[config.mk]
export PLATFORM = sky130hd
export DESIGN_NAME = streamer_top
export DESIGN_NICKNAME = d
export VERILOG_FILES = /design/src/hdl/streamer_mem_pkg.sv /design/src/hdl/streamer_job_pkg.sv /design/src/hdl/stream_fifo.sv /design/src/hdl/addr_gen.sv /design/src/hdl/load_channel.sv /design/src/hdl/store_channel.sv /design/src/hdl/mem_arbiter.sv /design/src/hdl/streamer_top.sv
export VERILOG_INCLUDE_DIRS = /design/src /design/src/hdl
export SDC_FILE = /design/constraint.sdc
export NUM_CORES = 1
export LEC_CHECK = 0
export ABC_CLOCK_PERIOD_IN_PS = 4500
export BUFFER_PORTS_ARGS = -buffer_cell sky130_fd_sc_hd__buf_4
export CELL_PAD_IN_SITES_DETAIL_PLACEMENT = 1
export CELL_PAD_IN_SITES_GLOBAL_PLACEMENT = 2
export CORE_ASPECT_RATIO = 1.75
export CORE_UTILIZATION = 39
export CTS_BUF_LIST = sky130_fd_sc_hd__clkbuf_8
export DETAILED_ROUTE_END_ITERATION = 16
export PLACE_DENSITY = 0.81
export SYNTH_ARGS = -nofsm -noshare
export SYNTH_HDL_FRONTEND = slang
export SYNTH_SLANG_ARGS = --single-unit
[constraint.sdc]
create_clock -name clk_i -period 4.5 [get_ports clk_i]
set_input_delay 0.45 -clock clk_i [delete_from_list [all_inputs] [get_ports clk_i]]
set_output_delay 0.45 -clock clk_i [all_outputs]
set_load 0.1 [all_outputs]
[src/hdl/streamer_macros.svh]
`ifndef STREAMER_MACROS_SVH
`define STREAMER_MACROS_SVH

// Memory port widths
`define STREAMER_AW 16
`define STREAMER_DW 32

// Word count and stride width
`define STREAMER_CW 8

// Buffer depths
`define STREAMER_LOAD_DEPTH 4
`define STREAMER_STORE_DEPTH 2

// Reads that may wait for their response
`define STREAMER_TAG_DEPTH 4

`endif

[src/hdl/streamer_mem_pkg.sv]
`include "streamer_macros.svh"

package streamer_mem_pkg;

  // Word address on the shared memory port
  typedef logic [`STREAMER_AW-1:0] addr_t;

  // One memory data word
  typedef logic [`STREAMER_DW-1:0] data_t;

  // Read tag naming the load channel that owns a response
  typedef logic [1:0] tag_t;

endpackage

[src/hdl/streamer_job_pkg.sv]
`include "streamer_macros.svh"

package streamer_job_pkg;

  // Number of words in one stream
  typedef logic [`STREAMER_CW-1:0] count_t;

  // Address step between two words of a stream
  typedef logic [`STREAMER_CW-1:0] stride_t;

  // Stream index, also the arbiter slot and the read tag
  typedef enum logic [1:0] {
    X = 2'd0,
    W = 2'd1,
    Y = 2'd2,
    Z = 2'd3
  } stream_id_e;

endpackage

[src/hdl/stream_fifo.sv]
`timescale 1ns/1ps

module stream_fifo #(
  parameter int unsigned DEPTH = 4,
  parameter type payload_t = logic [31:0],
  localparam int unsigned PW = (DEPTH > 1) ? $clog2(DEPTH) : 1,
  localparam int unsigned CW = $clog2(DEPTH + 1)
) (
  input  logic          clk_i,
  input  logic          rst_i,
  input  logic          push_i,
  input  payload_t      data_i,
  output logic          full_o,
  input  logic          pop_i,
  output payload_t      data_o,
  output logic          empty_o,
  output logic [CW-1:0] count_o
);

  payload_t      mem_q [DEPTH];
  logic [PW-1:0] wr_ptr_q;
  logic [PW-1:0] rd_ptr_q;
  logic [CW-1:0] count_q;

  always_ff @(posedge clk_i) begin
    if (push_i) begin
      mem_q[wr_ptr_q] <= data_i;
    end
  end

  always_ff @(posedge clk_i) begin
    if (rst_i) begin
      wr_ptr_q <= '0;
      rd_ptr_q <= '0;
      count_q  <= '0;
    end else begin
      if (push_i) begin
        wr_ptr_q <= (wr_ptr_q == PW'(DEPTH - 1)) ? '0 : wr_ptr_q + 1'b1;
      end
      if (pop_i) begin
        rd_ptr_q <= (rd_ptr_q == PW'(DEPTH - 1)) ? '0 : rd_ptr_q + 1'b1;
      end
      if (push_i && !pop_i) begin
        count_q <= count_q + 1'b1;
      end else if (pop_i && !push_i) begin
        count_q <= count_q - 1'b1;
      end
    end
  end

  // Head word is visible as soon as it is stored
  assign data_o  = mem_q[rd_ptr_q];
  assign empty_o = (count_q == '0);
  assign full_o  = (count_q == CW'(DEPTH));
  assign count_o = count_q;

  no_push_when_full: assert property (@(posedge clk_i) disable iff (rst_i) push_i |-> !full_o)
    else $error("stream_fifo: push while full");

  no_pop_when_empty: assert property (@(posedge clk_i) disable iff (rst_i) pop_i |-> !empty_o)
    else $error("stream_fifo: pop while empty");

endmodule

[src/hdl/addr_gen.sv]
`timescale 1ns/1ps

module addr_gen (
  input  logic                      clk_i,
  input  logic                      rst_i,
  input  logic                      start_i,
  input  streamer_mem_pkg::addr_t   base_i,
  input  streamer_job_pkg::stride_t stride_i,
  input  streamer_job_pkg::count_t  len_i,
  input  logic                      next_i,
  output streamer_mem_pkg::addr_t   addr_o,
  output logic                      active_o,
  output logic                      last_o
);

  streamer_mem_pkg::addr_t  addr_q;
  streamer_job_pkg::count_t left_q;

  // Words still to be addressed
  always_ff @(posedge clk_i) begin
    if (rst_i) begin
      left_q <= '0;
    end else if (start_i) begin
      left_q <= len_i;
    end else if (next_i) begin
      left_q <= left_q - 1'b1;
    end
  end

  // Wraps modulo the address space
  always_ff @(posedge clk_i) begin
    if (start_i) begin
      addr_q <= base_i;
    end else if (next_i) begin
      addr_q <= addr_q + streamer_mem_pkg::addr_t'(stride_i);
    end
  end

  assign addr_o   = addr_q;
  assign active_o = (left_q != '0);
  assign last_o   = (left_q == streamer_job_pkg::count_t'(1));

  no_step_when_done: assert property (@(posedge clk_i) disable iff (rst_i) next_i |-> active_o)
    else $error("addr_gen: step requested with no words left");

endmodule

[src/hdl/load_channel.sv]
`timescale 1ns/1ps
`include "streamer_macros.svh"

module load_channel #(
  parameter streamer_job_pkg::stream_id_e ID = streamer_job_pkg::X
) (
  input  logic                      clk_i,
  input  logic                      rst_i,
  input  logic                      start_i,
  input  streamer_mem_pkg::addr_t   base_i,
  input  streamer_job_pkg::stride_t stride_i,
  input  streamer_job_pkg::count_t  len_i,
  output logic                      req_o,
  output streamer_mem_pkg::addr_t   addr_o,
  input  logic                      gnt_i,
  input  logic                      rvalid_i,
  input  streamer_mem_pkg::data_t   rdata_i,
  output logic                      valid_o,
  input  logic                      ready_i,
  output streamer_mem_pkg::data_t   data_o,
  output logic                      idle_o
);

  localparam int unsigned DEPTH = `STREAMER_LOAD_DEPTH;
  localparam int unsigned CW    = $clog2(DEPTH + 1);

  logic          ag_active;
  logic          issue;
  logic          pop;
  logic          empty;
  logic [CW-1:0] buf_count;
  logic [CW-1:0] inflight_q;
  logic [CW:0]   credit_used;

  assign issue = req_o && gnt_i;

  addr_gen u_addr_gen (
    .clk_i    (clk_i),
    .rst_i    (rst_i),
    .start_i  (start_i),
    .base_i   (base_i),
    .stride_i (stride_i),
    .len_i    (len_i),
    .next_i   (issue),
    .addr_o   (addr_o),
    .active_o (ag_active),
    .last_o   ()
  );

  // Every read in flight already owns a buffer slot
  assign credit_used = {1'b0, inflight_q} + {1'b0, buf_count};
  assign req_o       = ag_active && (credit_used < DEPTH);

  always_ff @(posedge clk_i) begin
    if (rst_i) begin
      inflight_q <= '0;
    end else if (issue && !rvalid_i) begin
      inflight_q <= inflight_q + 1'b1;
    end else if (rvalid_i && !issue) begin
      inflight_q <= inflight_q - 1'b1;
    end
  end

  stream_fifo #(
    .DEPTH     (DEPTH),
    .payload_t (streamer_mem_pkg::data_t)
  ) u_buf (
    .clk_i   (clk_i),
    .rst_i   (rst_i),
    .push_i  (rvalid_i),
    .data_i  (rdata_i),
    .full_o  (),
    .pop_i   (pop),
    .data_o  (data_o),
    .empty_o (empty),
    .count_o (buf_count)
  );

  assign valid_o = !empty;
  assign pop     = valid_o && ready_i;
  assign idle_o  = !ag_active && (inflight_q == '0) && empty;

  no_orphan_response: assert property (
    @(posedge clk_i) disable iff (rst_i) rvalid_i |-> (inflight_q != '0))
    else $error("load channel %0d: response with no read in flight", ID);

endmodule

[src/hdl/store_channel.sv]
`timescale 1ns/1ps
`include "streamer_macros.svh"

module store_channel (
  input  logic                      clk_i,
  input  logic                      rst_i,
  input  logic                      start_i,
  input  streamer_mem_pkg::addr_t   base_i,
  input  streamer_job_pkg::stride_t stride_i,
  input  streamer_job_pkg::count_t  len_i,
  input  logic                      z_valid_i,
  output logic                      z_ready_o,
  input  streamer_mem_pkg::data_t   z_data_i,
  output logic                      req_o,
  output streamer_mem_pkg::addr_t   addr_o,
  output streamer_mem_pkg::data_t   wdata_o,
  input  logic                      gnt_i,
  output logic                      idle_o
);

  streamer_job_pkg::count_t beats_left_q;
  logic                     ag_active;
  logic                     ag_last;
  logic                     full;
  logic                     empty;
  logic                     accept;
  logic                     issue;

  // Accept Z beats only up to the job length
  assign z_ready_o = (beats_left_q != '0) && !full;
  assign accept    = z_valid_i && z_ready_o;

  always_ff @(posedge clk_i) begin
    if (rst_i) begin
      beats_left_q <= '0;
    end else if (start_i) begin
      beats_left_q <= len_i;
    end else if (accept) begin
      beats_left_q <= beats_left_q - 1'b1;
    end
  end

  stream_fifo #(
    .DEPTH     (`STREAMER_STORE_DEPTH),
    .payload_t (streamer_mem_pkg::data_t)
  ) u_buf (
    .clk_i   (clk_i),
    .rst_i   (rst_i),
    .push_i  (accept),
    .data_i  (z_data_i),
    .full_o  (full),
    .pop_i   (issue),
    .data_o  (wdata_o),
    .empty_o (empty),
    .count_o ()
  );

  assign req_o = !empty;
  assign issue = req_o && gnt_i;

  addr_gen u_addr_gen (
    .clk_i    (clk_i),
    .rst_i    (rst_i),
    .start_i  (start_i),
    .base_i   (base_i),
    .stride_i (stride_i),
    .len_i    (len_i),
    .next_i   (issue),
    .addr_o   (addr_o),
    .active_o (ag_active),
    .last_o   (ag_last)
  );

  // Unwritten addresses remain until the last write is granted
  assign idle_o = !ag_active && (beats_left_q == '0);

  last_write_after_last_beat: assert property (
    @(posedge clk_i) disable iff (rst_i) (issue && ag_last) |-> (beats_left_q == '0))
    else $error("store_channel: final write granted before the final Z beat");

endmodule

[src/hdl/mem_arbiter.sv]
`timescale 1ns/1ps
`include "streamer_macros.svh"

module mem_arbiter (
  input  logic                    clk_i,
  input  logic                    rst_i,
  input  logic [3:0]              req_i,
  input  streamer_mem_pkg::addr_t addr_i [4],
  output logic [3:0]              gnt_o,
  input  streamer_mem_pkg::data_t wdata_i,
  output logic                    mem_req_o,
  output logic                    mem_we_o,
  output streamer_mem_pkg::addr_t mem_addr_o,
  output streamer_mem_pkg::data_t mem_wdata_o,
  input  logic                    mem_gnt_i,
  input  logic                    mem_rvalid_i,
  input  streamer_mem_pkg::data_t mem_rdata_i,
  output logic [2:0]              rvalid_o,
  output streamer_mem_pkg::data_t rdata_o
);

  streamer_job_pkg::stream_id_e sel;
  streamer_job_pkg::stream_id_e lock_id_q;
  streamer_mem_pkg::tag_t       tag_head;
  logic                         lock_q;
  logic                         sel_valid;
  logic                         tag_full;
  logic                         granted;

  // Fixed priority Z, Y, W, X and a waiting request keeps the port
  always_comb begin
    sel_valid = 1'b1;
    sel       = streamer_job_pkg::X;
    if (lock_q) begin
      sel = lock_id_q;
    end else if (req_i[streamer_job_pkg::Z]) begin
      sel = streamer_job_pkg::Z;
    end else if (!tag_full && req_i[streamer_job_pkg::Y]) begin
      sel = streamer_job_pkg::Y;
    end else if (!tag_full && req_i[streamer_job_pkg::W]) begin
      sel = streamer_job_pkg::W;
    end else if (!tag_full && req_i[streamer_job_pkg::X]) begin
      sel = streamer_job_pkg::X;
    end else begin
      sel_valid = 1'b0;
    end
  end

  always_ff @(posedge clk_i) begin
    if (rst_i) begin
      lock_q <= 1'b0;
    end else begin
      lock_q <= mem_req_o && !mem_gnt_i;
    end
  end

  always_ff @(posedge clk_i) begin
    lock_id_q <= sel;
  end

  assign mem_req_o   = sel_valid;
  assign mem_we_o    = sel_valid && (sel == streamer_job_pkg::Z);
  assign mem_addr_o  = addr_i[sel];
  assign mem_wdata_o = wdata_i;
  assign granted     = mem_req_o && mem_gnt_i;
  assign gnt_o       = granted ? (4'b0001 << sel) : 4'b0000;

  // Owners of granted reads in grant order
  stream_fifo #(
    .DEPTH     (`STREAMER_TAG_DEPTH),
    .payload_t (streamer_mem_pkg::tag_t)
  ) u_tag_fifo (
    .clk_i   (clk_i),
    .rst_i   (rst_i),
    .push_i  (granted && !mem_we_o),
    .data_i  (streamer_mem_pkg::tag_t'(sel)),
    .full_o  (tag_full),
    .pop_i   (mem_rvalid_i),
    .data_o  (tag_head),
    .empty_o (),
    .count_o ()
  );

  for (genvar i = 0; i < 3; i++) begin : gen_route
    assign rvalid_o[i] = mem_rvalid_i && (tag_head == streamer_mem_pkg::tag_t'(i));
  end

  assign rdata_o = mem_rdata_i;

  one_grant_per_cycle: assert property (@(posedge clk_i) disable iff (rst_i)
    $onehot0(gnt_o) && ((gnt_o & ~req_i) == 4'b0000))
    else $error("mem_arbiter: grant to more than one stream or to a stream with no request");

endmodule

[src/hdl/streamer_top.sv]
`timescale 1ns/1ps

module streamer_top (
  input  logic                      clk_i,
  input  logic                      rst_i,
  input  logic                      start_i,
  input  streamer_mem_pkg::addr_t   x_base_i,
  input  streamer_job_pkg::stride_t x_stride_i,
  input  streamer_job_pkg::count_t  x_len_i,
  input  streamer_mem_pkg::addr_t   w_base_i,
  input  streamer_job_pkg::stride_t w_stride_i,
  input  streamer_job_pkg::count_t  w_len_i,
  input  streamer_mem_pkg::addr_t   y_base_i,
  input  streamer_job_pkg::stride_t y_stride_i,
  input  streamer_job_pkg::count_t  y_len_i,
  input  streamer_mem_pkg::addr_t   z_base_i,
  input  streamer_job_pkg::stride_t z_stride_i,
  input  streamer_job_pkg::count_t  z_len_i,
  output logic                      x_valid_o,
  input  logic                      x_ready_i,
  output streamer_mem_pkg::data_t   x_data_o,
  output logic                      w_valid_o,
  input  logic                      w_ready_i,
  output streamer_mem_pkg::data_t   w_data_o,
  output logic                      y_valid_o,
  input  logic                      y_ready_i,
  output streamer_mem_pkg::data_t   y_data_o,
  input  logic                      z_valid_i,
  output logic                      z_ready_o,
  input  streamer_mem_pkg::data_t   z_data_i,
  output logic                      mem_req_o,
  output logic                      mem_we_o,
  output streamer_mem_pkg::addr_t   mem_addr_o,
  output streamer_mem_pkg::data_t   mem_wdata_o,
  input  logic                      mem_gnt_i,
  input  logic                      mem_rvalid_i,
  input  streamer_mem_pkg::data_t   mem_rdata_i,
  output logic                      busy_o,
  output logic                      done_o
);

  logic [3:0]              arb_req;
  logic [3:0]              arb_gnt;
  streamer_mem_pkg::addr_t arb_addr [4];
  streamer_mem_pkg::data_t z_wdata;
  logic [2:0]              arb_rvalid;
  streamer_mem_pkg::data_t arb_rdata;
  logic [3:0]              idle;
  logic                    start_job;
  logic                    busy_q;
  logic                    done_q;

  // A new job is taken only when the previous one has finished
  assign start_job = start_i && !busy_q;

  always_ff @(posedge clk_i) begin
    if (rst_i) begin
      busy_q <= 1'b0;
      done_q <= 1'b0;
    end else begin
      done_q <= busy_q && (&idle);
      if (start_job) begin
        busy_q <= 1'b1;
      end else if (busy_q && (&idle)) begin
        busy_q <= 1'b0;
      end
    end
  end

  assign busy_o = busy_q;
  assign done_o = done_q;

  load_channel #(
    .ID (streamer_job_pkg::X)
  ) u_load_x (
    .clk_i    (clk_i),
    .rst_i    (rst_i),
    .start_i  (start_job),
    .base_i   (x_base_i),
    .stride_i (x_stride_i),
    .len_i    (x_len_i),
    .req_o    (arb_req[streamer_job_pkg::X]),
    .addr_o   (arb_addr[streamer_job_pkg::X]),
    .gnt_i    (arb_gnt[streamer_job_pkg::X]),
    .rvalid_i (arb_rvalid[streamer_job_pkg::X]),
    .rdata_i  (arb_rdata),
    .valid_o  (x_valid_o),
    .ready_i  (x_ready_i),
    .data_o   (x_data_o),
    .idle_o   (idle[streamer_job_pkg::X])
  );

  load_channel #(
    .ID (streamer_job_pkg::W)
  ) u_load_w (
    .clk_i    (clk_i),
    .rst_i    (rst_i),
    .start_i  (start_job),
    .base_i   (w_base_i),
    .stride_i (w_stride_i),
    .len_i    (w_len_i),
    .req_o    (arb_req[streamer_job_pkg::W]),
    .addr_o   (arb_addr[streamer_job_pkg::W]),
    .gnt_i    (arb_gnt[streamer_job_pkg::W]),
    .rvalid_i (arb_rvalid[streamer_job_pkg::W]),
    .rdata_i  (arb_rdata),
    .valid_o  (w_valid_o),
    .ready_i  (w_ready_i),
    .data_o   (w_data_o),
    .idle_o   (idle[streamer_job_pkg::W])
  );

  load_channel #(
    .ID (streamer_job_pkg::Y)
  ) u_load_y (
    .clk_i    (clk_i),
    .rst_i    (rst_i),
    .start_i  (start_job),
    .base_i   (y_base_i),
    .stride_i (y_stride_i),
    .len_i    (y_len_i),
    .req_o    (arb_req[streamer_job_pkg::Y]),
    .addr_o   (arb_addr[streamer_job_pkg::Y]),
    .gnt_i    (arb_gnt[streamer_job_pkg::Y]),
    .rvalid_i (arb_rvalid[streamer_job_pkg::Y]),
    .rdata_i  (arb_rdata),
    .valid_o  (y_valid_o),
    .ready_i  (y_ready_i),
    .data_o   (y_data_o),
    .idle_o   (idle[streamer_job_pkg::Y])
  );

  store_channel u_store_z (
    .clk_i     (clk_i),
    .rst_i     (rst_i),
    .start_i   (start_job),
    .base_i    (z_base_i),
    .stride_i  (z_stride_i),
    .len_i     (z_len_i),
    .z_valid_i (z_valid_i),
    .z_ready_o (z_ready_o),
    .z_data_i  (z_data_i),
    .req_o     (arb_req[streamer_job_pkg::Z]),
    .addr_o    (arb_addr[streamer_job_pkg::Z]),
    .wdata_o   (z_wdata),
    .gnt_i     (arb_gnt[streamer_job_pkg::Z]),
    .idle_o    (idle[streamer_job_pkg::Z])
  );

  mem_arbiter u_arbiter (
    .clk_i        (clk_i),
    .rst_i        (rst_i),
    .req_i        (arb_req),
    .addr_i       (arb_addr),
    .gnt_o        (arb_gnt),
    .wdata_i      (z_wdata),
    .mem_req_o    (mem_req_o),
    .mem_we_o     (mem_we_o),
    .mem_addr_o   (mem_addr_o),
    .mem_wdata_o  (mem_wdata_o),
    .mem_gnt_i    (mem_gnt_i),
    .mem_rvalid_i (mem_rvalid_i),
    .mem_rdata_i  (mem_rdata_i),
    .rvalid_o     (arb_rvalid),
    .rdata_o      (arb_rdata)
  );

  // Memory traffic belongs to a running job only
  quiet_when_not_busy: assert property (
    @(posedge clk_i) disable iff (rst_i) !busy_q |-> !mem_req_o)
    else $error("streamer_top: memory request outside a job");

endmodule

==> summary.md <==
| Metric | Value |
|---|---|
| Critical path startpoint category | `flip-flop` |
| Io pins | `353` |
| Hold Slack | `60.1 ps` |
| DR DRC count | `0` |
| Largest net degree at the start of global routing | `85` |
| Max Cap Violations | `0` |
| WL per Instance | `23.5 µm` |
| CP Max Fanout | `22` |
| Reg2reg setup slack | `600 ps` |
| Fraction of layout cells with a size suffix above 1 | `~28%` |
| Post-Syn Instances | `1750` |
| Reg area | `17500 µm²` |
| Power Total | `22.7 mW` |
| Least-Margin Pin Slew | `1040 ps` |
| Design area | `32800 µm²` |
| DRT iter0 DRCs | `660` |
| CP max stage cell | `a211oi_1` |
| R2r worst-path depth | `13` |
| Slew HR | `between 30% and 40%` |
| Mean area per synthesized cell | `15.1 µm²` |
| Total vias in the final route | `16800` |
| Period utilization | `a little over nine tenths` |
| Worst R2R End | `u_load_x.inflight_q[2]` |
| Status | `complete, no violations` |
| Total global routing overflow | `0` |
| Sequential-to-total area share from yosys stat | `between 60% and 70%` |
| Routed Antenna Nets | `0` |
| Top-area cell type share of the netlist area | `59.2%` |
| Fin. Hold Viols | `0` |
| Gr usage total | `22.1%` |
| Reg clk slew, reported paths | `70 ps` |
| WS Path Type | `flip-flop to primary output` |
| GPL Wtd Cong | `0.943` |
| Die footprint | `68700 µm²` |
| Worst Hold Class | `input port to flip-flop` |
| Slowest cell delay on critical path | `570 ps` |
| DRT Wirelength | `around 76000 µm` |
| Post-route setup TNS | `0 ps` |
| CTS root buf | `clkbuf_8` |
| Leak pwr | `11.9 nW` |
| Synth Cell Area | `26400 µm²` |
| Vias per Instance | `5.22` |
| Core box area | `about 67000 µm²` |
| Synth area leaders | `edfxtp_1, mux4_2, dfxtp_1, ha_1, xor2_1` |
| Fin crit period | `4310 ps` |
| FFs w/ async S/R, synth | `0%` |
| Clock tree buffer depth | `3` |
| Starting Density | `39.6%` |
| TritonCTS Sinks | `about 620` |
| Num CTS Buffers | `92` |
| Vias in the first global route | `18700` |
| Die height | `about 350 µm` |
| Count of input and output buffers | `352` |
| Slew Viols, Final | `0` |
| Nets | `2528` |
| Row cnt | `125` |
| CTS tree | `yes` |
| Final setup viols | `0` |
| Worst skew pair latency | `700 ps` |
| WP data arrival | `3860 ps` |
| Post-Route Skew | `32.9 ps` |
| FILL cells | `6741` |
| DP Area | `approximately 30000 µm²` |
| Most common cell in the netlist | `edfxtp_1` |
| Drt first pass iters | `5` |
| Max H-tree Level | `3` |
| Multi-input gate area | `8410 µm²` |
| Critical path endpoint | `mem_addr_o[5]` |
| Prevailing post-synth register cell | `edfxtp_1` |
| Worst EP required | `4050 ps` |
| Top cell type by total area after synthesis | `edfxtp_1` |
| Critical Path End Type | `primary output` |
| First-pass GRT wire length | `112000 µm` |
| Synth Register Bits | `a little over 600` |
| Max frequency | `232 MHz` |
| Synthesized net count | `2036` |
| Post-synth EDFFs | `520` |
| Synth cell types | `57` |
| Top post-synthesis cells by count | `edfxtp_1, nor2_1, nand2_1` |
| Crit path cell chain | `ha_1 -> and3_1 -> nor4_4 -> nand2_1 -> a31oi_4 -> clkinvlp_4 -> and2_1 -> a211oi_1 -> a31oi_1 -> buf_4` |
| Die width | `199 µm` |
| Number of synthesis warnings | `0` |
| Power density cells | `approximately 690 nW/µm²` |
| Worst reg2reg path startpoint | `u_load_w.inflight_q[1]` |
| Placed wire-length estimate | `52200 µm` |
| Initial antenna violation count | `4` |
| RSZ-0062 raised after global routing | `no` |
| Peak supply drop | `1620 µV` |
| Area delta synth->final | `24.4%` |
| CP Launch Point | `u_load_y.inflight_q[1]` |
==> critical path: cells and delay by family (launching register included) <==
family | cells | cell delay (ps)
adders and majority gates | 1 | 250
AOI/OAI and AO/OA | 3 | 880
buffers and inverters | 2 | 650
and+or+nand+nor | 4 | 950
DFF | 1 | 410
==> layer usage <==
| metal | global-route usage [%] | part of all wire [%] |
|---|---|---|
| met1 | 22.1 | 34 |
| met2 | 41.2 | 54 |
| met3 | 6.27 | 7.5 |
| met4 | 10.6 | 4.4 |
| met5 | 0 | 0.017 |
==> power by group <==
part / switching [mW] / internal, mW
sequential: 0.683 / 7.01
clock: 2.18 / 2.20
combinational: 7.79 / 2.79
==> repair_timing <==
item                       CTS  global route
setup endpoints to repair    0            10
buffers inserted             0             0
hold buffers                93             0
hold endpoints to repair   385             0
gates resized for setup      0             1
==> cell usage in the layout, fill, tap and decap left out, types with 9 or more instances in the layout <==
cell type	instances
a211oi_1	37
a21oi_1	100
a31oi_1	15
and2_1	36
and3_1	17
buf_4	380
clkbuf_8	105
clkinv_1	26
dfxtp_1	92
dlygate4sd3_1	93
edfxtp_1	520
fa_1	11
ha_1	74
inv_1	73
mux2_2	32
mux2i_1	12
mux4_2	98
nand2_1	112
nand3_1	20
nor2_1	133
nor3_1	26
nor4_1	9
o2111ai_1	12
o21ai_0	49
or3_1	23
xnor2_1	30
xor2_1	73
==> how the worst min path moves through the flow <==
stage / start / end / slack, ps / cells past startpoint
2_1_floorplan: u_arbiter.u_tag_fifo.count_o[2] / u_arbiter.u_tag_fifo.count_o[2] / 450 / 2
3_3_place_gp: u_load_x.u_buf.rd_ptr_q[1] / u_load_x.u_buf.rd_ptr_q[1] / 460 / 2
3_5_place_dp: u_load_w.u_buf.rd_ptr_q[1] / u_load_w.u_buf.rd_ptr_q[1] / 490 / 2
4_1_cts: z_len_i[0] / u_store_z.beats_left_q[0] / 2 / 3
5_1_grt: mem_rdata_i[17] / u_load_x.u_buf.mem_q[1][17] / 30 / 1
6_report: mem_rdata_i[3] / u_load_w.u_buf.mem_q[0][3] / 60 / 1
==> logic make-up after synthesis <==
| family | after synthesis | synth area share [%] |
|---|---|---|
| multiplexers | 142 | 10.2 |
| buffers and inverters | 126 | 1.84 |
| adder cells (fa/ha/maj) | 85 | 4.34 |
| XOR/XNOR | 103 | 3.42 |
| flip-flops | 615 | 66.4 |
| AO/OA/AOI/OAI | 254 | 5.89 |
| AND/OR/NAND/NOR | 425 | 7.91 |
==> flip-flops by register name (all words and copies together), names as in the netlist, 3 cells and up, named ones only <==
name,count
u_store_z.u_buf.mem_q,64
u_load_y.u_addr_gen.left_q,8
u_load_y.u_buf.mem_q,128
u_store_z.beats_left_q,8
u_arbiter.u_tag_fifo.mem_q,8
u_load_w.u_buf.count_o,3
u_load_x.inflight_q,3
u_store_z.u_addr_gen.left_q,8
u_store_z.u_addr_gen.addr_o,16
u_load_x.u_addr_gen.left_q,8
u_load_x.u_addr_gen.addr_o,16
u_load_w.u_buf.mem_q,128
u_load_w.inflight_q,3
u_load_w.u_addr_gen.addr_o,16
u_load_y.inflight_q,3
u_load_y.u_addr_gen.addr_o,16
u_load_y.u_buf.count_o,3
u_arbiter.u_tag_fifo.count_o,3
u_load_w.u_addr_gen.left_q,8
u_load_x.u_buf.count_o,3
u_load_x.u_buf.mem_q,128
==> area by class of cell <==
type	count	area share [%]
diodes	7	0.0534
clock buffers	105	4.40
clock inverters	62	0.980
inverters	51	0.595
multi-input cells	1009	25.6
flip-flops and latches	615	53.4
well taps	889	3.39
repair buffers	473	11.5
==> per-stage QoR <==
step / setup slack, ps / std cells / utilization, %
2_1_floorplan: 336 / 1750 / -
3_3_place_gp: 770 / 2944 / 45.2
3_5_place_dp: 649 / 2944 / 45.2
4_1_cts: 155 / 3204 / 49.2
5_1_grt: 33.7 / 3206 / 49.2
6_report: 187 / 3211 / 49.2
Power figures use the tool's default switching activity.
